**src/design/warp_defines.svh**
```systemverilog
`ifndef WARP_DEFINES_SVH
`define WARP_DEFINES_SVH

// Local RAM word-address width
// RAM aliases across its region above this
`define RAM_ADDR_BITS 10

// Clocks from bact to RAM ready
`define RAM_WAIT 2

// Clocks of an unanswered active cycle before BERR
// Also catches an I/O device that never answers
`define BERR_TIMEOUT 64

`endif

```
**src/design/warpPkg.sv**
```systemverilog
package warpPkg;

	// Decoded target of an FSB cycle
	typedef enum logic [1:0] {
		RegRam  = 2'd0,  // A23:22 zero
		RegIo   = 2'd1,  // A23:20 hex E
		RegIack = 2'd2,  // A23:4 all ones
		RegNone = 2'd3   // Unmapped, ends by timeout
	} region_e;

	// CPU cycle as seen on the FSB pins, lanes active high
	typedef struct packed {
		logic [23:1] addr;   // Word address, no A0 on the 68000
		logic        write;
		logic        upper;  // D15:8 lane
		logic        lower;  // D7:0 lane
		logic [15:0] wdata;
	} fsbCycle_t;

	// Latched request toward the I/O master
	typedef struct packed {
		logic [23:1] addr;
		logic        write;
		logic        upper;
		logic        lower;
		logic [15:0] wdata;
	} ioReq_t;

	// Answer from the I/O master
	typedef struct packed {
		logic [15:0] rdata;
		logic        berr;   // Device ended with BERR
	} ioResp_t;

endpackage

```
**src/design/busDecode.sv**
```systemverilog
`timescale 1ns/10ps

module busDecode (
	input  logic               CLK_FSB,
	input  logic               rstN,
	input  warpPkg::fsbCycle_t cyc,
	input  logic               asN,
	output logic               bact,
	output warpPkg::region_e   region
);
	import warpPkg::*;

	region_e nextRegion;  // Address map result for the current pins

	// Address map, IACK space checked first
	always_comb begin
		if (cyc.addr[23:4] == '1)
			nextRegion = RegIack;
		else if (cyc.addr[23:20] == 4'hE)
			nextRegion = RegIo;
		else if (cyc.addr[23:22] == 2'b00)
			nextRegion = RegRam;
		else
			nextRegion = RegNone;
	end

	always_ff @(posedge CLK_FSB) begin
		if (!rstN) begin
			bact <= 1'b0;
			region <= RegNone;
		end else begin
			bact <= !asN;  // One clock behind the strobe
			// Capture target on the leading edge of the cycle
			if (!asN && !bact)
				region <= nextRegion;
		end
	end

endmodule

```
**config.mk**
```make
export PLATFORM = sky130hd
export DESIGN_NAME = busDecode
export DESIGN_NICKNAME = d
export VERILOG_FILES = /design/src/design/warp_defines.svh /design/src/design/warpPkg.sv /design/src/design/busDecode.sv
export SDC_FILE = /design/constraint.sdc
export NUM_CORES = 1
export LEC_CHECK = 0
export ABC_AREA = 1
export CORE_AREA = 2 2 39 41
export CTS_BUF_LIST = sky130_fd_sc_hd__clkbuf_8
export CTS_CLUSTER_SIZE = 28
export DETAILED_ROUTE_END_ITERATION = 10
export DIE_AREA = 0 0 41 43
export DONT_BUFFER_PORTS = 1
export PLACE_DENSITY = 0.3
export SYNTH_ARGS = -nofsm -noshare
export SYNTH_HDL_FRONTEND = slang
export SYNTH_SLANG_ARGS = --single-unit
```
**constraint.sdc**
```tcl
create_clock -name CLK_FSB -period 2.15 [get_ports CLK_FSB]
set_input_delay 0.5375 -clock CLK_FSB [delete_from_list [all_inputs] [get_ports CLK_FSB]]
set_output_delay 0.5375 -clock CLK_FSB [all_outputs]
set_load 0.02 [all_outputs]
```
==> Word-level counts from Yosys, hierarchy flattened <==
Cells that the tools add are included.
{ "totals": {"ff_bits": 3, "in_bits": 45, "out_inout_bits": 3, "wordCells": 11} }
{ "classes": {"n_eq_ne": 2, "mux": 3, "reduce_logical": 4} }
{ "op_table": {"columns": ["operator", "count"], "rows": [
  ["20-bit == test (second input constant)", 1],
  ["2-bit 2-to-1 mux", 3],
  ["4-bit == test (second input constant)", 1],
  ["1-bit logical NOT", 2],
  ["2-bit logical NOT", 1],
  ["1-bit logical AND", 1]
]} }

==> Depth between registers and ports, before layout <==
{ "depth": {"depth_word": 4, "mapped_depth": 5, "depth_no_buf": 5} }

==> Worst setup path after synthesis <==
OpenSTA, ideal clock, no wires.
{ "synth_path": {"path_type": "input to register", "from": "input port cyc[27] (netlist name)", "to": "register region[0]", "t_arrival_ns": 0.905, "required_ns": 2.033, "slack_ns": 1.128, "stages": 5, "path_buffers": 0, "path_cell_list": "nand2_1 nor2_4 nand2_1 o21bai_1 nand2_1"} }
{ "synth_via": {"elab_chain_cells": 2} }
{ "synth_rtl": {"columns": ["item", "line", "source"], "rows": [
  ["from (decl)", "busDecode.sv:6", "input warpPkg::fsbCycle_t cyc,"],
  ["20-bit == test", "busDecode.sv:17", "if (cyc.addr[23:4] == '1)"],
  ["2-bit 2-to-1 mux", "busDecode.sv:17", null],
  ["to (signal assigned)", "busDecode.sv:30", "region <= RegNone;"],
  ["to (signal assigned)", "busDecode.sv:35", "region <= nextRegion;"],
  ["to (decl)", "busDecode.sv:9", "output warpPkg::region_e region"]
]} }
No other way between the ends.
A chain may end at the register's enable or synchronous reset.

==> Worst setup path after layout <==
{ "layout_path": {"from": "register bact", "to": "output port bact"} }
{ "layout_rtl": {"columns": ["item", "line", "source"], "rows": [
  ["from (decl)", "busDecode.sv:8", "output logic bact,"],
  ["from (signal assigned)", "busDecode.sv:32", "bact <= !asN;"]
]} }
No word-level cell between the ends.

==> results.md <==
* Initial antenna violation count at 0
* Worst vdd ir at 0.000345 V
* Setup TNS Final at 0 ps
* DRT iter0 DRCs at 1
* Routed vias/inst at between 3 and 4
* Final number of setup-violating endpoints at 0
* GPL Wtd Cong at about 0.6
* FILL cells at 160
* Syn Area/Cell at 6.18 sq um
* Global-route usage over all layers at under 10%
* CTS root buffer: clkbuf_8
* Initial Util at 13.8%
* Detail Route Antenna Nets at 0
* Buffer count from post-CTS setup fixing at 0
* Post-synthesis sequential area ratio at about a third
* Vias in the first global route at 217
* Nets at between 80 and 90
* Clock Sinks at 3
* WP data required at 1610 ps
* Period utilization at 55.9%
* Worst setup EP type: output pin
* Area Overhead vs Synth at 34.0%
* FP Rows at 14
* Register bit count reported by yosys at 3
* Register-to-register setup slack at 1230 ps
* Die H at 43 um
* CP startpoint: bact
* Hold Startpoint: asN
* Worst skew pair latency at 210 ps
* Final Slew Violations at 0
* Hold Buf Count CTS at 0
* Die area at about 0.0018 sq mm
* Worst rel slew slack at 82.8%
* Fmax at just over 0.8 GHz
* Area of the multi-input gates at 124 sq um
* DP HPWL at 410 um
* Drt first pass iters at 2
* Power Density at ~950 mW/mm^2
* Crit Path Max Fanout at 2
* Worst Reg-to-Reg Cells at 4
* Worst path depth at 0
* Post-Syn Area at 191 sq um
* Post-CTS sizing at 0
* Core region area at between 0.001 and 0.0015 sq mm
* Layout cells sized above 1 at 17.1%
* Port Buffers at 0
* Register area at between 60 and 70 sq um
* Horiz. Die Dim at ~40 um
* Fin crit period at 1200 ps
* Launching point of the worst reg2reg path: bact
* Hold slack at 392 ps
* Critical Path Source Type: flop
* Routed WL per cell at 9.86 um
* Arr. time, crit path at 660 ps
* Worst-path clk slew at 30 ps
* Vias at between 150 and 200
* CP Class: reg2out
* Worst clock skew at roughly 2.5 ps
* Min-Delay Path Class: in2reg
* Max_cap viols at 0
* Worst Tran Pin Value at 257 ps
* CTS Buffer Depth at 2
* Syn Nets at 76
* # DRC at 0
* H-tree depth at 1
* Ant. Diodes at 0
* Total gr overflow at 0
* CTS Buf Count at 3
* Setup crit end: bact
* Crit Reg-Reg Endpoint: region[0]
* Largest net degree at the start of global routing at 4
* Lkg Pwr at 0.103 nW
* Yosys warns at 0
* Final Hold Viols at 0
* Yosys cell types at 11
* Post-Route WL at 503 um
* Io pins at 48
* Status: finished, final reports clean
* TritonCTS clock tree: built
* First-pass GRT wire length at ~770 um
* Synth Instances at 31
* Unrepaired setup endpoints after global routing: no
[cells by family after synthesis]
kind of cell	synth area share [%]
buffers and inverters	3.92
AO/OA/AOI/OAI	14.4
flip-flops	31.4
AND/OR/NAND/NOR	50.3
[how the worst min path moves through the flow]
stage | end | slack [ps] | depth (start not counted)
final | bact | 390 | 1
after global routing | bact | 400 | 1
after CTS | bact | 390 | 1
after detailed placement | bact | 610 | 1
after global placement | bact | 610 | 1
after floorplan | region[0] | 590 | 2
[report_power, final]
part	switching, W	internal [W]	total, W
combinational	0.00000902	0.00000723	0.0000163
sequential	0.00000722	0.0000599	0.0000671
clock	0.0000377	0.000122	0.000159
total	0.0000539	0.000189	0.000243
[cells in the final DEF (no fill, tap or decap)]
master,count
nor2_4,1
dfxtp_1,3
a21oi_1,2
o21ai_1,2
nor2_1,4
nor3b_1,1
clkbuf_8,3
nor2_2,2
inv_1,3
o21bai_1,1
nand2_1,12
nand3_1,1
[flip-flops by register name, indices dropped and copies added (netlist names)]
name / flops
region: 2
bact: 1
[per-stage QoR]
stage / std cells / worst slack (ps) / utilization [%] / power [W] / area, sq um
3_3_place_gp: 47 / 1050 / 15.3 / 0.0000842 / 211
5_1_grt: 51 / 925 / 18.5 / 0.000256 / 256
3_5_place_dp: 47 / 1030 / 15.3 / 0.0000843 / 211
4_1_cts: 51 / 937 / 18.5 / 0.000249 / 256
6_report: 51 / 948 / 18.5 / 0.000243 / 256
2_1_floorplan: 31 / 1130 / - / 0.0000815 / 191
[cells in the mapped netlist]
cell type,n,area (sq um)
nand2_1,12,45.0
nor2_1,4,15.0
dfxtp_1,3,60.1
a21oi_1,2,10.0
inv_1,2,7.51
nor2_2,2,12.5
o21ai_1,2,10.0
nand3_1,1,5.00
nor2_4,1,11.3
nor3b_1,1,7.51
o21bai_1,1,7.51
[final cells by class]
cell class,count,share of cell area [%]
Multi-Input combinational cell,26,48.3
Clock buffer,3,16.1
Tap cell,16,7.80
Sequential cell,3,23.4
Inverter,2,2.93
Clock inverter,1,1.46
[routing by layer]
metal | GRT usage [%] | share of wire [%] | vias up
met4 | 8.00 | 0 | 0
met5 | 0 | 0 | -
li1 | - | - | 105
met3 | 2.09 | 17 | 0
met2 | 9.06 | 43 | 18
met1 | 7.35 | 39 | 75
Note: power is estimated with default switching activity, not from simulation.
