--- config.mk ---
export PLATFORM = sky130hd
export DESIGN_NAME = fsbAck
export DESIGN_NICKNAME = d
export VERILOG_FILES = /design/src/design/warp_defines.svh /design/src/design/warpPkg.sv /design/src/design/fsbAck.sv
export SDC_FILE = /design/constraint.sdc
export NUM_CORES = 1
export LEC_CHECK = 0
export BUFFER_PORTS_ARGS = -buffer_cell sky130_fd_sc_hd__buf_2
export CORE_AREA = 2 2 39 41
export DETAILED_ROUTE_END_ITERATION = 12
export DIE_AREA = 0 0 41 43
export GPL_TIMING_DRIVEN = 0
export PLACE_DENSITY = 0.43
export RECOVER_POWER = 25
export SYNTH_ARGS = -nofsm -noshare
export SYNTH_HDL_FRONTEND = slang
export SYNTH_SLANG_ARGS = --single-unit
--- constraint.sdc ---
create_clock -name CLK_FSB -period 0.9 [get_ports CLK_FSB]
set_input_delay 0.135 -clock CLK_FSB [delete_from_list [all_inputs] [get_ports CLK_FSB]]
set_output_delay 0.135 -clock CLK_FSB [all_outputs]
set_load 0.03 [all_outputs]
--- src/design/warp_defines.svh ---
`ifndef WARP_DEFINES_SVH
`define WARP_DEFINES_SVH

// Local RAM word-address width
// RAM aliases across its region above this
`define RAM_ADDR_BITS 10

// Clocks from bact to RAM ready
`define RAM_WAIT 2

// Clocks of an unanswered active cycle before BERR
// Also catches an I/O device that never answers
`define BERR_TIMEOUT 64

`endif

--- src/design/warpPkg.sv ---
package warpPkg;

	// Decoded target of an FSB cycle
	typedef enum logic [1:0] {
		RegRam  = 2'd0,  // A23:22 zero
		RegIo   = 2'd1,  // A23:20 hex E
		RegIack = 2'd2,  // A23:4 all ones
		RegNone = 2'd3   // Unmapped, ends by timeout
	} region_e;

	// CPU cycle as seen on the FSB pins, lanes active high
	typedef struct packed {
		logic [23:1] addr;   // Word address, no A0 on the 68000
		logic        write;
		logic        upper;  // D15:8 lane
		logic        lower;  // D7:0 lane
		logic [15:0] wdata;
	} fsbCycle_t;

	// Latched request toward the I/O master
	typedef struct packed {
		logic [23:1] addr;
		logic        write;
		logic        upper;
		logic        lower;
		logic [15:0] wdata;
	} ioReq_t;

	// Answer from the I/O master
	typedef struct packed {
		logic [15:0] rdata;
		logic        berr;   // Device ended with BERR
	} ioResp_t;

endpackage

--- src/design/fsbAck.sv ---
`timescale 1ns/10ps

module fsbAck (
	input  logic             CLK_FSB,
	input  logic             rstN,
	input  logic             asN,
	input  logic             bact,
	input  warpPkg::region_e region,
	input  logic             ramReady,
	input  logic             ioReady,
	input  logic             ioBerr,
	input  logic             berrTimeout,
	output logic             dtackN,
	output logic             vpaN,
	output logic             berrN,
	output logic             cycEnd
);
	import warpPkg::*;

	assign cycEnd = !dtackN || !vpaN || !berrN;  // Any acknowledge low

	always_ff @(posedge CLK_FSB) begin
		if (!rstN) begin
			dtackN <= 1'b1;
			vpaN <= 1'b1;
			berrN <= 1'b1;
		end else if (asN) begin
			dtackN <= 1'b1;  // Strobe high, release all
			vpaN <= 1'b1;
			berrN <= 1'b1;
		end else if (bact && !cycEnd) begin
			// First answer wins and is latched until AS rises
			if (ioBerr || berrTimeout)
				berrN <= 1'b0;
			else if (region == RegIack)
				vpaN <= 1'b0;    // Autovector
			else if (ramReady || ioReady)
				dtackN <= 1'b0;
		end
	end

endmodule

## Word-level counts from Yosys, hierarchy flattened

Index checks and enable logic that the tools add are counted.

- Output and inout bits: 4
- Bits of input ports: 10
- Logic and storage cells: 20
- Register bits after elaboration: 3

- Reduce and logical (&&, ||, !) cells: 13
- Bitwise logic cells: 3
- Equality and inequality tests: 1

Operators by type and width:

| kind | number |
|---|---|
| zero test 1 bit | 4 |
| logical OR 1 bit | 4 |
| AND reduction 4 bit | 1 |
| NOT 1 bit | 3 |
| AND reduction 3 bit | 1 |
| == test 2 bit, second input constant | 1 |
| AND reduction 2 bit | 1 |
| OR reduction 2 bit | 1 |
| logical AND 1 bit | 1 |

## Logic depth before layout (Yosys ltp)

- Depth after elaboration: 6
- Depth in mapped cells: 3
- Depth with buffers taken out: 3

## Worst setup path after synthesis

No wires, ideal clock.

- Kind: reg2reg
- Start point: register dtackN
- End point: register vpaN
- Arrival: 1.081 ns
- Setup slack: -0.304 ns
- Period minus slack after synthesis: 1.204 ns
- Buffers on the path: 0
- Cell stages (with the launch flop): 4
- Required time: 0.777 ns
- Library setup time: 0.123 ns
- Cell sequence: dfxtp_1 -> nand4_2 -> o41ai_1 -> nand2_1

- Longest elaborated chain between the ends: 6

Ends and longest elaborated chain:

| element | line | source |
|---|---|---|
| from (decl) | fsbAck.sv:13 | `output logic dtackN,` |
| from (signal assigned) | fsbAck.sv:24 | `dtackN <= 1'b1;` |
| from (signal assigned) | fsbAck.sv:28 | `dtackN <= 1'b1;` |
| from (signal assigned) | fsbAck.sv:38 | `dtackN <= 1'b0;` |
| zero test 1 bit | fsbAck.sv:20 | `assign cycEnd = !dtackN \|\| !vpaN \|\| !berrN;` |
| logical OR 1 bit (2 in a row) | fsbAck.sv:20 |  |
| zero test 1 bit | fsbAck.sv:31 | `end else if (bact && !cycEnd) begin` |
| logical AND 1 bit | fsbAck.sv:31 |  |
| AND reduction 3 bit (no line) | - |  |
| to (signal assigned) | fsbAck.sv:25 | `vpaN <= 1'b1;` |
| to (signal assigned) | fsbAck.sv:29 | `vpaN <= 1'b1;` |
| to (signal assigned) | fsbAck.sv:36 | `vpaN <= 1'b0;` |
| to (decl) | fsbAck.sv:14 | `output logic vpaN,` |

Every way passes these cells.
A chain may end at the register's enable or synchronous reset.

## Worst setup path in the final report

- Start point: register vpaN
- End point: output port cycEnd

- Longest elaborated chain between the ends: 3

Ends and longest elaborated chain:

| element | line | source |
|---|---|---|
| zero test 1 bit | fsbAck.sv:20 |  |
| logical OR 1 bit (2 in a row) | fsbAck.sv:20 |  |
| to (decl) | fsbAck.sv:16 | `output logic cycEnd` |

Every way passes these cells.

==> results.json <==
{
  "wl_per_cell_um": 8.22,
  "finalHoldViolCount": 0,
  "synth_top_area_share_pct": 40.3,
  "syn_inst": 17,
  "min_period_ps": 953,
  "synth.top_cells.by_area": "dfxtp_1, o41ai_2, nand4_2",
  "fillers": 156,
  "clk_latency_ps": 230,
  "crit_arrival_ps": 820,
  "powerDensity_nw_per_um2": 1450,
  "vias": 181,
  "rows": 14,
  "crit_fanout": 4,
  "fin_crit_sh_pct": 106,
  "synth_seq_cells": 3,
  "setup_viol": 3,
  "initial_core_util_pct": 10.8,
  "synth_top_cells_by_count": "dfxtp_1, nand2_1, nor2_1, nor2b_1",
  "ctsHoldBuffers": 0,
  "cts_tree": "built",
  "clkTransAtPathRegs_ps": 30,
  "clockBufferDepth": 2,
  "synth-edff-count": 0,
  "ir_drop_v": 0.000301,
  "grt_pass1_vias": 166,
  "port-buffer-count": 13,
  "seq_area_um2": 71.3,
  "syn_nets": 27,
  "final.setup.tns_ps": -119,
  "grt_setup_unrepaired": "true",
  "dp_cells": 46,
  "drc": 0,
  "die_h_um": 43,
  "cts_buffers": 3,
  "grt_remaining_overflow": 0,
  "setup_ws_ps": -52.7,
  "final_util_pct": 22.1,
  "nNetsFinal": 45,
  "max_slew_margin_pct": 84.1,
  "cts_sinks": 3,
  "tightestPinTransition_ps": 236,
  "netlist_area_um2": 149,
  "max_cap_viol_count": 0,
  "synthArstFlopShare_pct": 0,
  "viasPerCell": 3.62,
  "yosysSeqAreaShare_pct": 40.3,
  "outcome": "complete, but fails checks",
  "cts_max_level": 1,
  "drt_iter0_drc": 0,
  "synthDistinctLibCells": 11,
  "violations": "setup timing",
  "syn_area_per_cell_um2": 8.76,
  "clock-root-buffer": "clkbuf_4",
  "drtAntennaViolNets": 0,
  "cp-start-kind": "flip-flop",
  "first_pass_iters": 1,
  "hold_class": "in -> reg",
  "core_area_um2": 1380,
  "layoutNonFillerInstCount": 50,
  "end_kind": "output pin",
  "grt_max_degree": 5,
  "layout-drive-gt1-share_pct": 67.6,
  "fin_worst_skew_ps": 0.453,
  "post_cts_buffers": 0,
  "antenna_found_initial": 0,
  "path_class": "reg -> out",
  "wirelength_um": 411,
  "diodes": 0,
  "fmax_mhz": 1050,
  "ys.flop_type": "dfxtp_1",
  "die-area_um2": 1760,
  "place_congestion": 0.585,
  "p_leak_uw": 0.000145,
  "pin_count": 14,
  "synth_area_leader_cell": "dfxtp_1",
  "grtUsageTotal_pct": 5.62,
  "crit_required_ps": 760,
  "maxSlewViolCount": 0,
  "chipWidth_um": 41,
  "ys.warnings.count": 0,
  "syn_to_final_growth_pct": 105,
  "multi_input_area_um2": 106,
  "grt_pass1_wl_um": 572
}
-- cell families after synthesis --
logic type | Yosys count | share of synthesized area [%]
DFF | 3 | 40.3
AOI/OAI and AO/OA | 3 | 20.2
and+or+nand+nor | 10 | 37.0
buffers and inverters | 1 | 2.52
-- path summary, 6_finish.rpt --
check             from      to  slack [ps]  cells past startpoint
hold / removal     asN  dtackN         110                      3
setup reg to reg  vpaN  dtackN          10                      3
hold reg to reg   vpaN    vpaN         490                      2
setup / recovery  vpaN  cycEnd         -50                      2
-- layout make-up --
type,count,share of cell area (%)
inverters,1,1.23
flip-flops and latches,3,23.4
well taps,16,6.56
clock buffers,4,8.61
repair buffers,13,25.4
multi-input cells,13,34.8
-- worst max-delay path, stage by stage (launching register included) --
cell and delay (ps):
dfxtp_4 370, nand3_2 80, buf_6 140
-- routing by layer --
metal	global-route usage, %	part of all wire, %
met1	5.13	46
met2	6.88	40
met3	3.14	15
met4	8.00	0
met5	0	0
-- cells in the final DEF (no fill, tap or decap) --
cell | synthesis | final
nor2b_1 | 2 | 2
buf_2 | 0 | 11
clkbuf_1 | 0 | 1
o41ai_2 | 1 | 2
nand4_4 | 0 | 1
buf_6 | 0 | 2
dfxtp_4 | 0 | 3
inv_1 | 1 | 1
clkbuf_4 | 0 | 3
nand3_2 | 0 | 1
o21ai_1 | 0 | 1
nand2_1 | 3 | 3
nor2_1 | 2 | 2
or2_1 | 1 | 1
-- where the power goes --
group | internal, uW | switching [uW] | total (uW)
Clock | 166 | 62.2 | 228
Sequential | 131 | 5.83 | 136
Combinational | 39.9 | 37.8 | 77.7
-- sequential cells by signal, indices dropped and copies added, names as in the netlist --
name,cells
vpaN,1
berrN,1
dtackN,1
-- per-stage QoR --
stage / power (uW) / hold WS (ps) / worst slack [ps] / area (um^2)
finish: 442 / 114 / -52.7 / 305
global route: 481 / 133 / -86.0 / 305
CTS: 455 / 109 / -63.9 / 302
detailed placement: 208 / 352 / -79.6 / 262
global placement: 208 / 348 / -85.0 / 262
floorplan: 177 / 248 / -77.7 / 176
-- timing repair --
action	CTS	global route
pin swaps	3	1
gates resized for setup	4	2
setup endpoints to repair	5	7
No activity file was read; power rests on OpenSTA's default activity.
