[config.mk]
export PLATFORM = sky130hd
export DESIGN_NAME = ioBusMaster
export DESIGN_NICKNAME = d
export VERILOG_FILES = /design/src/design/warp_defines.svh /design/src/design/warpPkg.sv /design/src/design/ioBusMaster.sv
export SDC_FILE = /design/constraint.sdc
export NUM_CORES = 1
export LEC_CHECK = 0
export ABC_AREA = 1
export BUFFER_PORTS_ARGS = -buffer_cell sky130_fd_sc_hd__buf_2
export CELL_PAD_IN_SITES_DETAIL_PLACEMENT = 1
export CELL_PAD_IN_SITES_GLOBAL_PLACEMENT = 1
export CORE_MARGIN = 4
export CORE_UTILIZATION = 32
export CTS_CLUSTER_SIZE = 14
export DETAILED_ROUTE_END_ITERATION = 12
export GPL_ROUTABILITY_DRIVEN = 1
export GPL_TIMING_DRIVEN = 0
export PLACE_DENSITY = 0.87
export SETUP_SLACK_MARGIN = 0.15
export SLEW_MARGIN = 20
export SYNTH_ARGS = -nofsm -noshare
export SYNTH_HDL_FRONTEND = slang
export SYNTH_SLANG_ARGS = --single-unit
[constraint.sdc]
create_clock -name CLK_FSB -period 2.56 [get_ports CLK_FSB]
set_clock_uncertainty 0.05 [all_clocks]
set_input_delay 0.64 -clock CLK_FSB [delete_from_list [all_inputs] [get_ports CLK_FSB]]
set_output_delay 0.64 -clock CLK_FSB [all_outputs]
set_load 0.05 [all_outputs]
[src/design/warp_defines.svh]
`ifndef WARP_DEFINES_SVH
`define WARP_DEFINES_SVH

// Local RAM word-address width
// RAM aliases across its region above this
`define RAM_ADDR_BITS 10

// Clocks from bact to RAM ready
`define RAM_WAIT 2

// Clocks of an unanswered active cycle before BERR
// Also catches an I/O device that never answers
`define BERR_TIMEOUT 64

`endif

[src/design/warpPkg.sv]
package warpPkg;

	// Decoded target of an FSB cycle
	typedef enum logic [1:0] {
		RegRam  = 2'd0,  // A23:22 zero
		RegIo   = 2'd1,  // A23:20 hex E
		RegIack = 2'd2,  // A23:4 all ones
		RegNone = 2'd3   // Unmapped, ends by timeout
	} region_e;

	// CPU cycle as seen on the FSB pins, lanes active high
	typedef struct packed {
		logic [23:1] addr;   // Word address, no A0 on the 68000
		logic        write;
		logic        upper;  // D15:8 lane
		logic        lower;  // D7:0 lane
		logic [15:0] wdata;
	} fsbCycle_t;

	// Latched request toward the I/O master
	typedef struct packed {
		logic [23:1] addr;
		logic        write;
		logic        upper;
		logic        lower;
		logic [15:0] wdata;
	} ioReq_t;

	// Answer from the I/O master
	typedef struct packed {
		logic [15:0] rdata;
		logic        berr;   // Device ended with BERR
	} ioResp_t;

endpackage

[src/design/ioBusMaster.sv]
`timescale 1ns/10ps

module ioBusMaster (
	input  logic             CLK_FSB,
	input  logic             rstN,
	input  logic             reqValid,
	input  warpPkg::ioReq_t  req,
	output logic             reqDone,
	output warpPkg::ioResp_t resp,
	output logic [23:1]      ioAddr,
	output logic             ioAsN,
	output logic             ioUdsN,
	output logic             ioLdsN,
	output logic             ioWeN,
	output logic [15:0]      ioWdata,
	input  logic [15:0]      ioRdata,
	input  logic             ioDtackN,
	input  logic             ioBerrN
);

	typedef enum logic [1:0] {
		StIdle,     // Bus free
		StStrobe,   // Strobes low, waiting for the device
		StRelease   // Strobes high, device still answering
	} state_e;

	state_e state;
	logic devAnswer;
	logic start;      // New bus cycle this clock
	logic finish;     // Device answer sampled this clock

	assign devAnswer = !ioDtackN || !ioBerrN;
	assign start = (state == StIdle) && reqValid && !devAnswer;
	assign finish = (state == StStrobe) && devAnswer;

	always_ff @(posedge CLK_FSB) begin
		if (!rstN) begin
			state <= StIdle;
			ioAsN <= 1'b1;
			ioUdsN <= 1'b1;
			ioLdsN <= 1'b1;
			ioWeN <= 1'b1;
			reqDone <= 1'b0;
		end else begin
			reqDone <= finish;  // Single clock pulse
			case (state)
				StIdle: begin
					if (start) begin
						ioAsN <= 1'b0;
						ioUdsN <= !req.upper;
						ioLdsN <= !req.lower;
						ioWeN <= !req.write;
						state <= StStrobe;
					end
				end
				StStrobe: begin
					if (finish) begin
						ioAsN <= 1'b1;
						ioUdsN <= 1'b1;
						ioLdsN <= 1'b1;
						state <= StRelease;
					end
				end
				StRelease: begin
					// No new strobe while DTACK/BERR still low
					if (!devAnswer)
						state <= StIdle;
				end
				default: state <= StIdle;
			endcase
		end
	end

	// Address, write data and response registers
	always_ff @(posedge CLK_FSB) begin
		if (start) begin
			ioAddr <= req.addr;
			ioWdata <= req.wdata;
		end
		if (finish)
			resp <= '{rdata: ioRdata, berr: !ioBerrN};  // BERR wins over data
	end

endmodule

Word level (Yosys, flattened, before mapping)
Index checks and enable logic that the tools add are counted.
{ "totals": {"ff_bits": 63, "in_bits": 63, "output_inout_bits": 61, "wordCells": 41} }
{ "classes": {"eq_ne": 5, "muxes": 11, "reduce_logical": 15} }
{ "ops": {"columns": ["cell", "count"], "rows": [
  ["$logic_not A1 Y1", 6],
  ["$mux W2", 3],
  ["$ne A2 B2 Y1 const B", 3],
  ["$pmux W1 S2", 3],
  ["$pmux W2 S3", 1],
  ["$reduce_and A3 Y1", 2],
  ["$mux W1", 4],
  ["$logic_and A1 B1 Y1", 3],
  ["$eq A2 B1 Y1 const B", 1],
  ["$eq A2 B2 Y1 const B", 1],
  ["$logic_not A2 Y1", 1],
  ["$reduce_and A2 Y1", 1],
  ["$reduce_bool A2 Y1", 1],
  ["$logic_or A1 B1 Y1", 1]
]} }

Logic depth before layout (Yosys ltp)
{ "depth": {"word_depth": 6, "depth_mapped": 6, "mapped_depth_nobuf": 6} }

Worst setup path after synthesis
Ideal clock, no wire load.
{ "synth_path": {"path_kind": "input to register", "start": "in ioDtackN", "end": "reg ioAddr[10] (netlist name), enable pin", "setup_ps": 393, "t_arrival_ps": 1668, "required_ps": 2117, "slack_ps": 449, "cell_stages": 4, "path_buffers": 0, "path_cell_list": "nand2_2 > inv_1 > nand3_2 > inv_1"} }
{ "synth_between": {"elab_chain_cells": 4} }
{ "synth_rtl": {"columns": ["element", "line", "text"], "rows": [
  ["start, declared", "ioBusMaster.sv:17", "input logic ioDtackN,"],
  ["$logic_not A1 Y1", "ioBusMaster.sv:32", "assign devAnswer = !ioDtackN || !ioBerrN;"],
  ["$logic_or A1 B1 Y1", "ioBusMaster.sv:32", null],
  ["$logic_not A1 Y1", null, null],
  ["$logic_and A1 B1 Y1", "ioBusMaster.sv:33", "assign start = (state == StIdle) && reqValid && !devAnswer;"],
  ["net start", "ioBusMaster.sv:29", "logic start;"],
  ["end signal, assigned", "ioBusMaster.sv:77", "ioAddr <= req.addr;"],
  ["end, declared", "ioBusMaster.sv:10", "output logic [23:1] ioAddr,"]
]} }
The timed path passes the listed nets, and every way through them passes these cells.
A chain may end at the register's enable or synchronous reset.

Worst setup path after layout
{ "layout_path": {"start": "in ioBerrN", "end": "reg ioWdata[2], enable pin"} }
{ "layout_between": {"elab_chain_cells": 4} }
{ "layout_rtl": {"columns": ["element", "line", "text"], "rows": [
  ["start, declared", "ioBusMaster.sv:18", "input logic ioBerrN"],
  ["$logic_not A1 Y1", "ioBusMaster.sv:32", null],
  ["$logic_or A1 B1 Y1", "ioBusMaster.sv:32", null],
  ["$logic_not A1 Y1", null, null],
  ["$logic_and A1 B1 Y1", "ioBusMaster.sv:33", null],
  ["net start", "ioBusMaster.sv:29", null],
  ["end signal, assigned", "ioBusMaster.sv:78", "ioWdata <= req.wdata;"],
  ["end, declared", "ioBusMaster.sv:15", "output logic [15:0] ioWdata,"]
]} }
The timed path passes the listed nets, and every way through them passes these cells.

==> flow_metrics.py <==
metrics = {
    "run_status": {
        "outcome": "finished clean",
    },
    "placed_design": {
        "place_congestion": 0.763,
        "dpl.cell_count": 295,
        "io_buffers": 123,
        "dpl.hpwl_mm": 3.87,
    },
    "floorplan": {
        "die_w_um": 86.9,
        "num_rows": 28,
        "die-area_um2": 7550,
        "die_h_um": 86.9,
        "start_util_pct": 33.2,
        "num_io_pins": 124,
        "core_area_um2": 5990,
    },
    "finish": {
        "area_delta_synth_final_pct": 46.2,
        "num-nets-final": 294,
        "drive_gt1_share_pct": 61.0,
        "n_fill_cell": 647,
        "final_cells": 311,
        "antenna_cells": 0,
    },
    "worst_setup_path": {
        "crit_slowest_cell": "inv_2",
        "worstPathRequired_ns": 2.46,
        "start_kind": "input port",
        "crit_path_end_kind": "flip-flop",
        "cp_top_family": "buffers and inverters",
        "worst-path-buf-inv": 3,
        "crit_fanout": 39,
        "critPathKind": "in2reg",
        "crit_path_max_incr_delay_ns": 0.62,
        "path_cells": "buf_2 -> nand2_2 -> inv_1 -> nand3_2 -> inv_2",
        "crit_arrival_ns": 1.69,
    },
    "clock_tree": {
        "cts_setup_buffers": 0,
        "ctsHoldBuffers": 0,
        "cts_sinks": 63,
        "cts_buffer_depth": 2,
        "clkLatencyLatePin_ns": 0.32,
        "ctsResizeCount": 0,
        "h-tree-depth": 3,
        "clk_pin_slew_ns": 0.07,
        "numCtsBuffers": 9,
        "cts_root_buffer": "clkbuf_8",
        "cts_tree": "yes",
    },
    "global_routing": {
        "grt_pass1_vias": 1492,
        "globalRoute.totalOverflow": 0,
        "grtUsageTotal_pct": 13.3,
        "grt_antenna_before_repair": 0,
        "grt_max_degree": 40,
        "grtUsageMet1_pct": 13.6,
        "grt_use_met2_pct": 22.4,
        "grt-busiest-layer": "met2",
        "use_met3_pct": 8.61,
        "grt_pass1_wl_mm": 7.40,
    },
    "synth": {
        "ys_seq_elements": 63,
        "synthDistinctLibCells": 15,
        "synthCells": 97,
        "ys_seq_area_share_pct": 91.5,
        "avgSynthCellArea_um2": 20.5,
        "syn-num-nets": 160,
        "netlist_area_um2": 1990,
        "yosys_warnings": 0,
    },
    "sta": {
        "tightest_slew_ns": 0.816,
        "setup_viol": 0,
        "post-route-min-period_ns": 1.80,
        "timing.final.crit_share_pct": 70.1,
        "slew_viol_final": 0,
        "rsz0062_at_grt": "no",
        "hold_viol": 0,
        "fmax_mhz": 557,
        "hold_ws_ns": 0.414,
        "tns_ns": 0,
        "slew_headroom_pct": 45.5,
    },
    "routing": {
        "ant_nets": 0,
        "drt_iter0_drc": 70,
        "routed_via_density": 4.38,
        "vias": 1363,
        "drt_first_pass_iters": 4,
        "drc": 0,
        "routed_wirelength_mm": 4.89,
        "wl_per_cell_um": 15.7,
    },
    "power_and_ir_drop": {
        "totalPowerFinal_mw": 2.27,
        "ir_drop_mv": 0.360,
        "p_leak_nw": 1.25,
        "power.density_nw_per_um2": 778,
    },
    "min_path": {
        "hold_path.class": "reg2reg",
    },
    "flow_run": {
        "max_cap_viol_count": 0,
    },
}
## layout by cell type (no fill, tap or decap)
master and count:
inv_2 2, clkbuf_8 9, nand3_2 1, buf_2 123, a21oi_1 3, bufinv_16 2
edfxtp_1 56, nand2_1 7, o21ai_2 1, dfxtp_1 7, clkinv_4 1, clkinvlp_4 1
nand2_2 2, o21a_1 1, clkinv_1 3, nor2_2 1, nor2_1 1, nor2_4 1
inv_1 7, o21ai_1 1, nand3_1 6
## path summary, 6_finish.rpt
check / start / end / slack (ns) / cells past startpoint
setup / recovery: ioBerrN / ioWdata[2] / 0.76 / 5
hold / removal: ioLdsN / ioLdsN / 0.41 / 2
setup reg to reg: state[1] / ioWdata[2] / 0.83 / 3
hold reg to reg: ioLdsN / ioLdsN / 0.41 / 2
## stage by stage
step | util, % | instance area (um2) | setup slack (ns)
floorplan | - | 1990 | 0.449
global placement | 45.1 | 2700 | 0.0229
detailed placement | 45.1 | 2700 | 0.423
CTS | 48.6 | 2910 | 0.775
global route | 48.6 | 2910 | 0.676
finish | 48.6 | 2910 | 0.765
## layer usage
metal | up-vias | part of all wire [%]
met5 | - | 0
met4 | 0 | 1.0
met3 | 6 | 14
met2 | 84 | 52
met1 | 650 | 33
li1 | 623 | -
## flip-flops by register name (all words and copies together) (netlist names)
signal,flops
ioUdsN,1
state,2
ioAsN,1
resp,17
ioWeN,1
ioAddr,23
reqDone,1
ioWdata,16
ioLdsN,1
## logic make-up after synthesis
| kind of cell | Yosys count | synth area share (%) |
|---|---|---|
| compound gates | 6 | 1.82 |
| buf+inv | 9 | 1.70 |
| simple gates | 19 | 5.03 |
| flops | 63 | 91.5 |
## report_power, final
group	switching [mW]	leakage, nW	internal [mW]	total, mW
Combinational	0.143	0.581	0.0577	0.200
Clock	0.365	0.102	0.540	0.905
Sequential	0.00852	0.569	1.15	1.16
## worst reg2reg max path, cell delays in order, from the launching register on
cell and delay [ns]:
dfxtp_1 0.37, nor2_4 0.15, nand3_2 0.14, inv_2 0.62
## cell usage after synthesis (all sizes together)
cell | n | area share [%]
edfxtp | 56 | 84
inv | 9 | 1.7
nand2 | 9 | 1.9
dfxtp | 7 | 7.0
nand3 | 7 | 2.0
a21oi | 3 | 0.75
nor2 | 3 | 1.1
o21ai | 2 | 0.69
o21a | 1 | 0.38
## cell type report
class                   instances  area [um2]  area share [%]
clock inverters                 7        87.6            3.01
flip-flops and latches         63        1820            62.5
inverters                       9        33.8            1.16
repair buffers                123         616            21.1
clock buffers                   9         124            4.25
well taps                      75        93.8            3.22
multi-input cells              25         136            4.68
No activity file was read; power rests on OpenSTA's default activity.
