--- src/design/warp_defines.svh ---
`ifndef WARP_DEFINES_SVH
`define WARP_DEFINES_SVH

// Local RAM word-address width
// RAM aliases across its region above this
`define RAM_ADDR_BITS 10

// Clocks from bact to RAM ready
`define RAM_WAIT 2

// Clocks of an unanswered active cycle before BERR
// Also catches an I/O device that never answers
`define BERR_TIMEOUT 64

`endif

--- src/design/cycleTimer.sv ---
`timescale 1ns/10ps
`include "warp_defines.svh"

module cycleTimer (
	input  logic CLK_FSB,
	input  logic rstN,
	input  logic bact,
	input  logic cycEnd,      // Some acknowledge already out
	output logic berrTimeout
);
	localparam int CntBits = $clog2(`BERR_TIMEOUT + 1);

	logic [CntBits-1:0] cnt;
	logic running;

	// Stops once answered or timed out, so it saturates
	assign running = bact && !cycEnd && !berrTimeout;

	always_ff @(posedge CLK_FSB) begin
		if (!rstN) begin
			cnt <= '0;
			berrTimeout <= 1'b0;
		end else if (!bact) begin
			cnt <= '0;             // Cleared between cycles
			berrTimeout <= 1'b0;
		end else if (running) begin
			cnt <= cnt + 1'b1;
			if (cnt == CntBits'(`BERR_TIMEOUT - 1))
				berrTimeout <= 1'b1;
		end
	end

endmodule

--- config.mk ---
export PLATFORM = sky130hd
export DESIGN_NAME = cycleTimer
export DESIGN_NICKNAME = d
export VERILOG_FILES = /design/src/design/cycleTimer.sv
export VERILOG_INCLUDE_DIRS = /design/src /design/src/design
export SDC_FILE = /design/constraint.sdc
export NUM_CORES = 1
export LEC_CHECK = 0
export BUFFER_PORTS_ARGS = -buffer_cell sky130_fd_sc_hd__buf_2
export CAP_MARGIN = 25
export CORE_AREA = 4 4 41 43
export CTS_CLUSTER_SIZE = 12
export DETAILED_ROUTE_END_ITERATION = 16
export DIE_AREA = 0 0 45 47
export PLACE_DENSITY = 0.51
export SYNTH_ARGS = -nofsm -noshare
export SYNTH_HDL_FRONTEND = slang
export SYNTH_SLANG_ARGS = --single-unit
--- constraint.sdc ---
create_clock -name CLK_FSB -period 2.1 [get_ports CLK_FSB]
set_input_delay 0.21 -clock CLK_FSB [delete_from_list [all_inputs] [get_ports CLK_FSB]]
set_output_delay 0.21 -clock CLK_FSB [all_outputs]
set_load 0.03 [all_outputs]
# == After elaboration in Yosys (flattened, before gate mapping) ==
# Cells that the tools add are included.
# classes
n_addsub,1
eq_ne,1
n_reduce_logical,6
# ops
op,n
adder 7 x 1 -> 7 bit (second input constant),1
equality test 7 x 6 -> 1 bit (second input constant),1
AND reduction 2 bit,2
logical AND 1 bit,2
logical NOT 1 bit,2
# totals
ff_bits,8
inputBits,4
out_inout_bits,1
word_cells,10

# == Depth between registers and ports, before layout ==
# Gate-level depths: netlist of the first run.
# logic_depth
depth_word,4
mapped_depth,4
depth_no_buf,4

# == Worst setup path before layout of the first run ==
# Ideal clock, no wire load.
# synth_timing
path_type,reg-to-reg
startpoint,reg berrTimeout
endpoint,reg berrTimeout
setup_time_ns,0.059
arrival_ns,1.243
required_ns,2.041
path_slack_ns,0.798
stages_incl_launch_ff,4
path_buffers,0
period_less_slack_ns,1.302
cell_sequence,dfxtp_1 -> nand4bb_4 -> or4_4 -> nand2_1
# synth_between
elab_chain_cells,3
# synth_rtl
item,line_no,text
start: declaration,cycleTimer.sv:9,output logic berrTimeout
start signal: assignment,cycleTimer.sv:22,berrTimeout <= 1'b0;
start signal: assignment,cycleTimer.sv:25,berrTimeout <= 1'b0;
start signal: assignment,cycleTimer.sv:29,berrTimeout <= 1'b1;
logical NOT 1 bit,cycleTimer.sv:17,assign running = bact && !cycEnd && !berrTimeout;
logical AND 1 bit,cycleTimer.sv:17,
AND reduction 2 bit (no line),n/a,
# Every way passes these cells.
# A chain may end at the register's enable or synchronous reset.

# == Final worst setup path of the first run ==
# layout_timing
startpoint,reg cnt[0]
endpoint,reg berrTimeout
# layout_between
elab_chain_cells,2
# layout_rtl
item,line_no,text
start: declaration,cycleTimer.sv:13,logic [CntBits-1:0] cnt;
start signal: assignment,cycleTimer.sv:27,cnt <= cnt + 1'b1;
equality test 7 x 6 -> 1 bit,cycleTimer.sv:28,if (cnt == CntBits'(`BERR_TIMEOUT - 1))
AND reduction 2 bit (no line),n/a,
# Every way passes these cells.

==> results by group, run 1 <==
Run status
  • Outcome: finished, final reports clean

Setup path
  • Crit-path max FO: 4
  • CP max stage delay: 430 ps
  • Flop2flop setup slack: 830 ps
  • Buffers & Inverters on Critical Path: 0
  • Critical path arrival: 1470 ps
  • Setup crit start kind: flip-flop
  • Critical Path RT: 2290 ps
  • Setup crit end kind: flip-flop
  • CP delay by family, top: simple AND/OR/NAND/NOR gates
  • CP cell instances: ha_1, nand4_1, or4_4, nand2_1
  • Crit Path Category: flip-flop to flip-flop
  • Slowest CP cell: or4_4

Clock tree
  • Clock-pin transition on the worst setup and hold timing paths: 50 ps
  • Hold_buf cts: 0
  • Number of H-tree levels: 1
  • CTS resizes: 0
  • CTS Sinks: 8
  • Longest Clk Path Bufs: 2
  • Cts bufs inserted: 3
  • CTS tree: built
  • Post-CTS Setup Bufs: 0
  • Clk root buf: clkbuf_4
  • Clk_lat worst skew: 250 ps

STA
  • Final hold violations: 0
  • Final Max Tran Viols: 0
  • Final min period: 1270 ps
  • Least-Margin Pin Slew: 238 ps
  • RSZ-0062 raised after global routing: false
  • Fmax achieved: 785 MHz
  • Skew final: 3.39 ps
  • Relative slew margins: 84.1%
  • Setup TNS: 0 ps
  • Final worst setup slack: 826 ps
  • Final setup viols: 0
  • Final period util: 60.7%

Final layout
  • Design area: 422 µm²
  • Share of layout cells above drive strength 1: 21.7%
  • Syn-to-layout area delta: 17.0%
  • Nets: 53
  • Ant diodes: 0

Global route
  • Overflow after GRT: 0
  • Largest net degree at the start of global routing: 9
  • First-pass GRT wire length: 1.12 mm
  • All-Layer GR Usage: 8.07%
  • Number of global-route vias before repair: 280
  • Initial antenna violation count: 0

Floorplanning
  • Standard-cell row count: 13
  • Initial Util: 27.7%
  • Ports: 5
  • Die Ht: 47 µm
  • Chip Width: 45 µm
  • Core Area: 1300 µm²
  • Die area: 2120 µm²

Run
  • Max cap viols: 0

Drt
  • DRC: 0
  • WL final: 612 µm
  • Detailed Routing Iterations Pass 1: 3
  • Routed Antenna Nets: 0
  • Initial detailed-routing violation count: 3
  • Routed len/inst: 10.0 µm
  • DR vias/cell: 4.75
  • Vias: 290

Place
  • Port buffer count: 4
  • Placement Setup Slack: 830 ps
  • Post-DP HPWL: 480 µm
  • Placed Area: 399 µm²
  • RePlAce Congestion: 0.627

Yosys
  • FF+latch count, synth: 8
  • EDFF count, synth: 0
  • Post-synthesis cell count: 39
  • Top-count cell post-synth: dfxtp_1
  • Prevailing post-synth register cell: dfxtp_1
  • Synth top cells by count: 8 x dfxtp_1, 7 x nand2_1, 4 x a21oi_1, 4 x o21ai_0
  • Async SR Flop Fraction: 0%
  • Syn_nets: 44
  • Syn Area/Cell: 9.24 µm²
  • Synth area leader: dfxtp_1
  • Synth area leaders: dfxtp_1 44%, nand4bb_4 7.6%, nand2_1 7.3%, a21oi_1 5.6%, o21ai_0 5.6%
  • Warnings from Yosys: 0
  • Synth unique cells: 14
  • Synthesized area: 360 µm²
  • Register area share after synthesis: 44.4%
  • Proportion of netlist area held by the largest area contributor: 44.4%

Power
  • Leak: 0.148 nW
  • Worst VDD drop: 269 µV
  • Pwr per Cell Area: 667 nW/µm²

Hold path
  • Worst min-delay path class: input pin to flip-flop
worst paths after layout:
kind                from  depth (start not counted)          end
hold / removal    cycEnd                          4       cnt[1]
setup / recovery  cnt[0]                          4  berrTimeout
hold reg to reg   cnt[6]                          2       cnt[6]
setup reg to reg  cnt[0]                          4  berrTimeout
logic make-up after synthesis:
family	Yosys count	share of synthesized area, %
and+or+nand+nor	19	34.0
AOI/OAI and AO/OA	9	13.2
DFF	8	44.4
xor gates and xnor gates	2	4.86
adders and majority gates	1	3.47
where the power goes:
group	switching, mW	internal (mW)	leakage (nW)
sequential	0.00155	0.153	0.0646
clock	0.0482	0.0651	0.0138
combinational	0.00670	0.00609	0.0697
total	0.0565	0.225	0.148
worst min-delay path, delay by kind of cell:
family                 cells  cell delay (ps)
AOI/OAI and AO/OA          1               50
buffers and inverters      1              110
and+or+nand+nor            2              120
sequential cells by signal (all words and copies together), names as in the netlist:
name,cells
cnt,7
berrTimeout,1
layout by cell type, fill, tap and decap left out:
cell type	count
dfxtp_1	8
nand2_1	7
o21ai_0	4
a21oi_1	4
buf_2	4
or3_1	3
nor2_1	3
clkbuf_4	3
xnor2_1	2
nand4_1	2
nand4bb_4	1
nor3b_1	1
or4_4	1
and2_2	1
o211ai_1	1
ha_1	1
final cells by class:
cell class                      instances  area [µm²]
Fill cell                             151         880
Tap cell                               15        18.8
Sequential cell                         8         160
Timing Repair Buffer                    4        20.0
Clock buffer                            3        22.5
Multi-Input combinational cell         31         200
metal layers:
metal	wire length [µm]	track usage, %	share of wire (%)	up-vias
li1	-	-	-	158
met1	288	7.99	47	124
met2	262	12.1	43	6
met3	49	5.75	8.0	2
met4	12	5.26	2.0	0
met5	0	0	0	-
through the flow:
stage	hold slack (ps)	utilization, %	power, mW	std cells
finish	288	32.4	0.281	61
global route	316	32.4	0.299	61
CTS	286	32.4	0.289	61
detailed placement	491	30.7	0.171	58
global placement	487	30.7	0.171	58
floorplan	400	-	0.165	39
(Power assumes the default switching activity.)
==> run 2: changes to the inputs <==
--- a/config.mk
+++ b/config.mk
@@ -12,7 +12,7 @@
 export CTS_CLUSTER_SIZE = 12
 export DETAILED_ROUTE_END_ITERATION = 16
 export DIE_AREA = 0 0 45 47
-export PLACE_DENSITY = 0.51
+export PLACE_DENSITY = 0.52
 export SYNTH_ARGS = -nofsm -noshare
 export SYNTH_HDL_FRONTEND = slang
 export SYNTH_SLANG_ARGS = --single-unit
==> constraint.sdc (replaced) <==
create_clock -name CLK_FSB -period 1.04 [get_ports CLK_FSB]
set_input_delay 0.104 -clock CLK_FSB [delete_from_list [all_inputs] [get_ports CLK_FSB]]
set_output_delay 0.104 -clock CLK_FSB [all_outputs]
set_load 0.03 [all_outputs]
==> run 2 against run 1 <==
Net effect: wire length grew 11%; worst setup slack lost 1000 ps; critical endpoint is now cnt[6]; first-iteration DRC count grew 33%; the run now ends with negative setup slack left; via count grew 7.2%; sequential cell count is the same.
==> results by group, run 2 (synthesized netlist as in run 1, its figures left out) <==
Run status
  • Outcome: finished with violations
  • Failing checks: negative setup slack

Clock tree
  • Clock-pin transition on the worst setup and hold timing paths: 60 ps (about the same)
  • Clk root buf: clkbuf_4
  • Cts bufs inserted: 3 (unchanged)
  • Longest Clk Path Bufs: 2 (unchanged)
  • CTS Sinks: 8 (unchanged)
  • Number of H-tree levels: 1 (unchanged)
  • CTS tree: built
  • Clk_lat worst skew: 270 ps (+20 ps)

STA
  • Final Max Tran Viols: 0 (unchanged)
  • Final setup viols: 5 (+5)
  • Relative slew margins: 86.2% (+2.1 points)
  • Setup TNS: -490 ps (-490 ps)
  • Skew final: 15.5 ps (+12.1 ps)
  • Final min period: 1210 ps (-64.0 ps)
  • Least-Margin Pin Slew: 205 ps (-33.0 ps)
  • Final hold violations: 0 (unchanged)
  • Final period util: 116% (+56 points)
  • Final worst setup slack: -170 ps (-996 ps)
  • RSZ-0062 raised after global routing: true
  • Fmax achieved: 826 MHz (+5.3%)

Global route
  • Initial antenna violation count: 0 (unchanged)
  • Largest net degree at the start of global routing: 9 (unchanged)
  • All-Layer GR Usage: 8.48% (+0.41 points)
  • Overflow after GRT: 0 (unchanged)
  • First-pass GRT wire length: 1.22 mm (+8.6%)
  • Number of global-route vias before repair: 297 (+6.1%)

Final layout
  • Fill count: 134 (-11%)
  • Nets: 59 (+11%)
  • Ant diodes: 0 (unchanged)
  • Most common cell after layout, fill and taps aside: nand2_1
  • Most flops, register: cnt
  • Post-route core utilization: 39.8% (+7.4 points)
  • Max reg flops: 7 (unchanged)
  • Most frequent cells in the layout: 7 x nand2_1, 5 x dfxtp_1, 5 x buf_4
  • Syn-to-layout area delta: 43.7%
  • Largest registers: cnt: 7 flops, berrTimeout: 1 flops
  • Share of layout cells above drive strength 1: 47.2% (+25 points)

Setup path
  • Crit-path max FO: 8 (+4)
  • Critical path arrival: 1410 ps (-60 ps)
  • Setup crit start kind: flip-flop
  • Critical Path RT: 1240 ps (-1050 ps)
  • Crit Path Category: flip-flop to flip-flop
  • R2R cell count: 3 (-1)
  • Setup crit end kind: flip-flop

Floorplanning
  • Die area: 2120 µm² (unchanged)
  • Chip Width: 45 µm (unchanged)
  • Initial Util: 27.7% (unchanged)
  • Ports: 5 (unchanged)
  • Standard-cell row count: 13 (unchanged)
  • Die Ht: 47 µm (unchanged)
  • Core Area: 1300 µm² (unchanged)

Place
  • RePlAce Congestion: 0.706 (+13%)
  • Post-DP HPWL: 514 µm (+7.2%)
  • Port buffer count: 4 (unchanged)

Hold path
  • Hold path depth: 4 (unchanged)
  • Worst min-delay path class: input pin to flip-flop

Drt
  • Vias: 311 (+7.2%)
  • Routed Antenna Nets: 0 (unchanged)
  • Initial detailed-routing violation count: 4 (+1)
  • Routed len/inst: 9.99 µm (-0.47%)
  • DR vias/cell: 4.57 (-3.8%)
  • Detailed Routing Iterations Pass 1: 2 (-1)
  • WL final: 679 µm (+11%)
  • DRC: 0 (unchanged)

Power
  • Leak: 0.183 nW (+24%)
  • Pwr per Cell Area: 1190 nW/µm² (+79%)
  • Worst VDD drop: 802 µV (+200%)

Run
  • Max cap viols: 0 (unchanged)
run 2: cell type report:
type                            instances  area, µm²  share of cell area [%]
Sequential cell                         8        166                    32.1
Timing Repair Buffer                   10       75.1                    14.5
Clock buffer                            4       26.3                    5.07
Multi-Input combinational cell         31        231                    44.7
Tap cell                               15       18.8                    3.62
run 2: per-layer routing:
metal / up-vias / share of wire (%) / GRT usage [%] / wire length [µm]
met3: 0 / 6.5 / 5.75 / 44
met2: 7 / 49 / 13.6 / 330
met5: - / 0 / 0 / 0
met1: 132 / 45 / 9.40 / 303
met4: 0 / 0 / 1.75 / 0
li1: 172 / - / - / -
run 2: path summary, 6_finish.rpt:
check,from,end,slack (ps)
min reg2reg,cnt[6],cnt[6],500
min,rstN,berrTimeout,200
max reg2reg,berrTimeout,cnt[6],-170
max,berrTimeout,cnt[6],-170
run 2: worst max-delay path, stage by stage (launching register included):
cell       delay (ps)
dfxtp_4           340
nand4bb_4         220
or4_4             500
nand2_1            80
run 2: metrics by stage:
stage / hold slack, ps / power (mW) / area, µm² / cells / worst slack (ps)
after floorplan: 294 / 0.332 / 368 / 39 / -169
after global placement: 486 / 0.353 / 452 / 64 / -169
after detailed placement: 473 / 0.353 / 452 / 64 / -154
after CTS: 196 / 0.625 / 497 / 68 / -182
after global routing: 222 / 0.652 / 518 / 68 / -218
final: 200 / 0.618 / 518 / 68 / -170
run 2: where the power goes:
part / leakage [nW] / switching (mW) / internal [mW]
clock: 0.0150 / 0.119 / 0.147
combinational: 0.102 / 0.0188 / 0.0222
sequential: 0.0663 / 0.00301 / 0.307
total: 0.183 / 0.141 / 0.477
run 2: what timing repair did:
| action | in CTS | in global routing |
|---|---|---|
| cloned | 0 | 0 |
| endpoints found under the setup margin | 6 | 7 |
| gates resized for setup | 4 | 6 |
| hold buffers | 0 | 0 |
| pin swaps | 1 | 0 |
| setup buffers | 0 | 0 |
==> run 3: changes to the inputs <==
--- a/config.mk
+++ b/config.mk
@@ -13,6 +13,7 @@
 export DETAILED_ROUTE_END_ITERATION = 16
 export DIE_AREA = 0 0 45 47
 export PLACE_DENSITY = 0.52
+export SKIP_CTS_REPAIR_TIMING = 1
 export SYNTH_ARGS = -nofsm -noshare
 export SYNTH_HDL_FRONTEND = slang
 export SYNTH_SLANG_ARGS = --single-unit
==> run 3 against run 2 <==
Net effect: global-route usage fell by 0.40 points; critical path type unchanged; non-clock buffer count unchanged; sequential cell count is the same; die area unchanged; wire length decreased by 7.7%; final cell count did not move; via count down 2.6%; clock power is essentially flat; the run still ends with negative setup slack left; first-iteration DRC count is 25% lower; count of clock-buffer cells in the layout unchanged; worst setup slack worse by 0.75 ps.
==> results by group, run 3 (synthesized netlist as in run 1, its figures left out) <==
Drt
  • DRC: 0 (unchanged)
  • Routed Antenna Nets: 0 (unchanged)
  • Detailed Routing Iterations Pass 1: 2 (unchanged)
  • Initial detailed-routing violation count: 3 (-1)
  • DR vias/cell: 4.46 (-2.6%)
  • WL final: 627 µm (-7.7%)
  • Routed len/inst: 9.22 µm (-7.7%)
  • Vias: 303 (-2.6%)

Place
  • Port buffer count: 4 (unchanged)
  • RePlAce Congestion: 0.706 (unchanged)
  • Placement Setup Slack: -154 ps (unchanged)
  • Post-DP HPWL: 514 µm (unchanged)

STA
  • Setup TNS: -490 ps (-0.0100 ps)
  • Least-Margin Pin Slew: 205 ps (-0.0110 ps)
  • Final worst setup slack: -171 ps (-0.748 ps)
  • Final Max Tran Viols: 0 (unchanged)
  • Relative slew margins: 86.2% (about the same)
  • Final hold violations: 0 (unchanged)
  • Final period util: 116% (about the same)
  • Final setup viols: 5 (unchanged)
  • Final min period: 1210 ps (+0.748 ps)
  • Skew final: 16.9 ps (+1.35 ps)
  • RSZ-0062 raised after global routing: true
  • Fmax achieved: 826 MHz (about the same)

Power
  • Leak: 0.182 nW (-0.60%)
  • Pwr per Cell Area: 1210 nW/µm² (+1.6%)
  • Clock power share: 43.0% (about the same)
  • Tot Pwr: 0.611 mW (-1.1%)
  • Worst VDD drop: 789 µV (-1.6%)
  • Int Pwr: 0.475 mW (-0.37%)
  • Sw Pwr: 0.135 mW (-3.7%)
  • Logic pwr share: 6.4% (-0.2 points)
  • Sw frac: 22.2% (-0.60 points)
  • Sequential Power Share: 50.6% (+0.3 points)

Setup path
  • Setup crit end kind: flip-flop
  • CP max stage delay: 500 ps (about the same)
  • R2R cell count: 3 (unchanged)
  • Critical path depth: 3 (unchanged)
  • Setup crit start kind: flip-flop
  • Slowest CP cell: or4_4
  • Critical Path RT: 1230 ps (about the same)
  • Critical path arrival: 1400 ps (about the same)
  • CP cell instances: nand4bb_4, or4_4, nand2_1
  • Buffers & Inverters on Critical Path: 0 (unchanged)
  • Crit-path max FO: 8 (unchanged)
  • Crit Path Category: flip-flop to flip-flop
  • CP delay by family, top: simple AND/OR/NAND/NOR gates

Global route
  • Initial antenna violation count: 0 (unchanged)
  • All-Layer GR Usage: 8.08% (-0.40 points)
  • Largest net degree at the start of global routing: 9 (unchanged)
  • Number of global-route vias before repair: 283 (-4.7%)
  • Overflow after GRT: 0 (unchanged)
  • First-pass GRT wire length: 1.17 mm (-3.9%)

Clock tree
  • Cts bufs inserted: 3 (unchanged)
  • Number of H-tree levels: 1 (unchanged)
  • CTS tree: built
  • Longest Clk Path Bufs: 2 (unchanged)
  • Clk root buf: clkbuf_4
  • CTS Sinks: 8 (unchanged)
  • Clock-pin transition on the worst setup and hold timing paths: 60 ps (about the same)
  • Clk_lat worst skew: 270 ps (about the same)

Final layout
  • Largest registers: cnt: 7 flops, berrTimeout: 1 flops
  • Ant diodes: 0 (unchanged)
  • Fill count: 136 (+1.5%)
  • Share of layout cells above drive strength 1: 47.2% (unchanged)
  • Multi-input gate area: 221 µm² (-4.3%)
  • Most frequent cells in the layout: 7 x nand2_1, 6 x buf_4, 5 x dfxtp_1
  • Nets: 59 (unchanged)
  • Max reg flops: 7 (unchanged)
  • Most flops, register: cnt
  • Syn-to-layout area delta: 39.9%
  • Storage cell area: 166 µm² (unchanged)
  • Most common cell after layout, fill and taps aside: nand2_1

Floorplanning
  • Chip Width: 45 µm (unchanged)
  • Ports: 5 (unchanged)
  • Die area: 2120 µm² (unchanged)
  • Initial Util: 27.7% (unchanged)
  • Die Ht: 47 µm (unchanged)
  • Core Area: 1300 µm² (unchanged)
  • Standard-cell row count: 13 (unchanged)

Run status
  • Failing checks: negative setup slack
  • Outcome: finished with violations

Hold path
  • Hold path depth: 4 (unchanged)
  • Worst min-delay path class: input pin to flip-flop

Run
  • Max cap viols: 0 (unchanged)
==> run 3: per-layer routing <==
metal  part of all wire [%]  vias up  global-route usage [%]
met1                     47      125                    9.63
met2                     45        5                    11.9
met5                      0        -                       0
met3                    6.7        2                    5.75
li1                       -      171                       -
met4                   0.96        0                    1.75
==> run 3: final timing paths <==
kind	from	slack [ps]	end
setup / recovery	berrTimeout	-170	cnt[6]
hold / removal	rstN	200	berrTimeout
setup reg to reg	berrTimeout	-170	cnt[6]
hold reg to reg	cnt[6]	490	cnt[6]
==> run 3: worst register-to-register path, cell delays in order, from the launching register on <==
cell and delay, ps:
dfxtp_4 340, nand4bb_4 220, or4_4 500, nand2_1 80
==> run 3: final cells by class <==
type                            instances  share of cell area [%]
Timing Repair Buffer                   10                    14.1
Multi-Input combinational cell         31                    43.9
Sequential cell                         8                    33.0
Clock buffer                            4                    5.21
Tap cell                               15                    3.72
==> run 3: power groups by stage <==
| stage | clock (mW) | combinational, mW | sequential [mW] |
|---|---|---|---|
| after detailed placement | 0 | 0.0378 | 0.315 |
| after global routing | 0.295 | 0.0441 | 0.309 |
| after CTS | 0.276 | 0.0377 | 0.309 |
| final | 0.263 | 0.0391 | 0.309 |
| after floorplan | 0 | 0.0151 | 0.316 |
| after global placement | 0 | 0.0380 | 0.315 |
==> run 3: through the flow <==
stage / instances / utilization [%] / hold slack [ps] / area (µm²)
floorplan: 39 / - / 294 / 368
global placement: 64 / 34.7 / 486 / 452
detailed placement: 64 / 34.7 / 473 / 452
CTS: 68 / 36.7 / 196 / 478
global route: 68 / 38.8 / 222 / 504
finish: 68 / 38.8 / 203 / 504
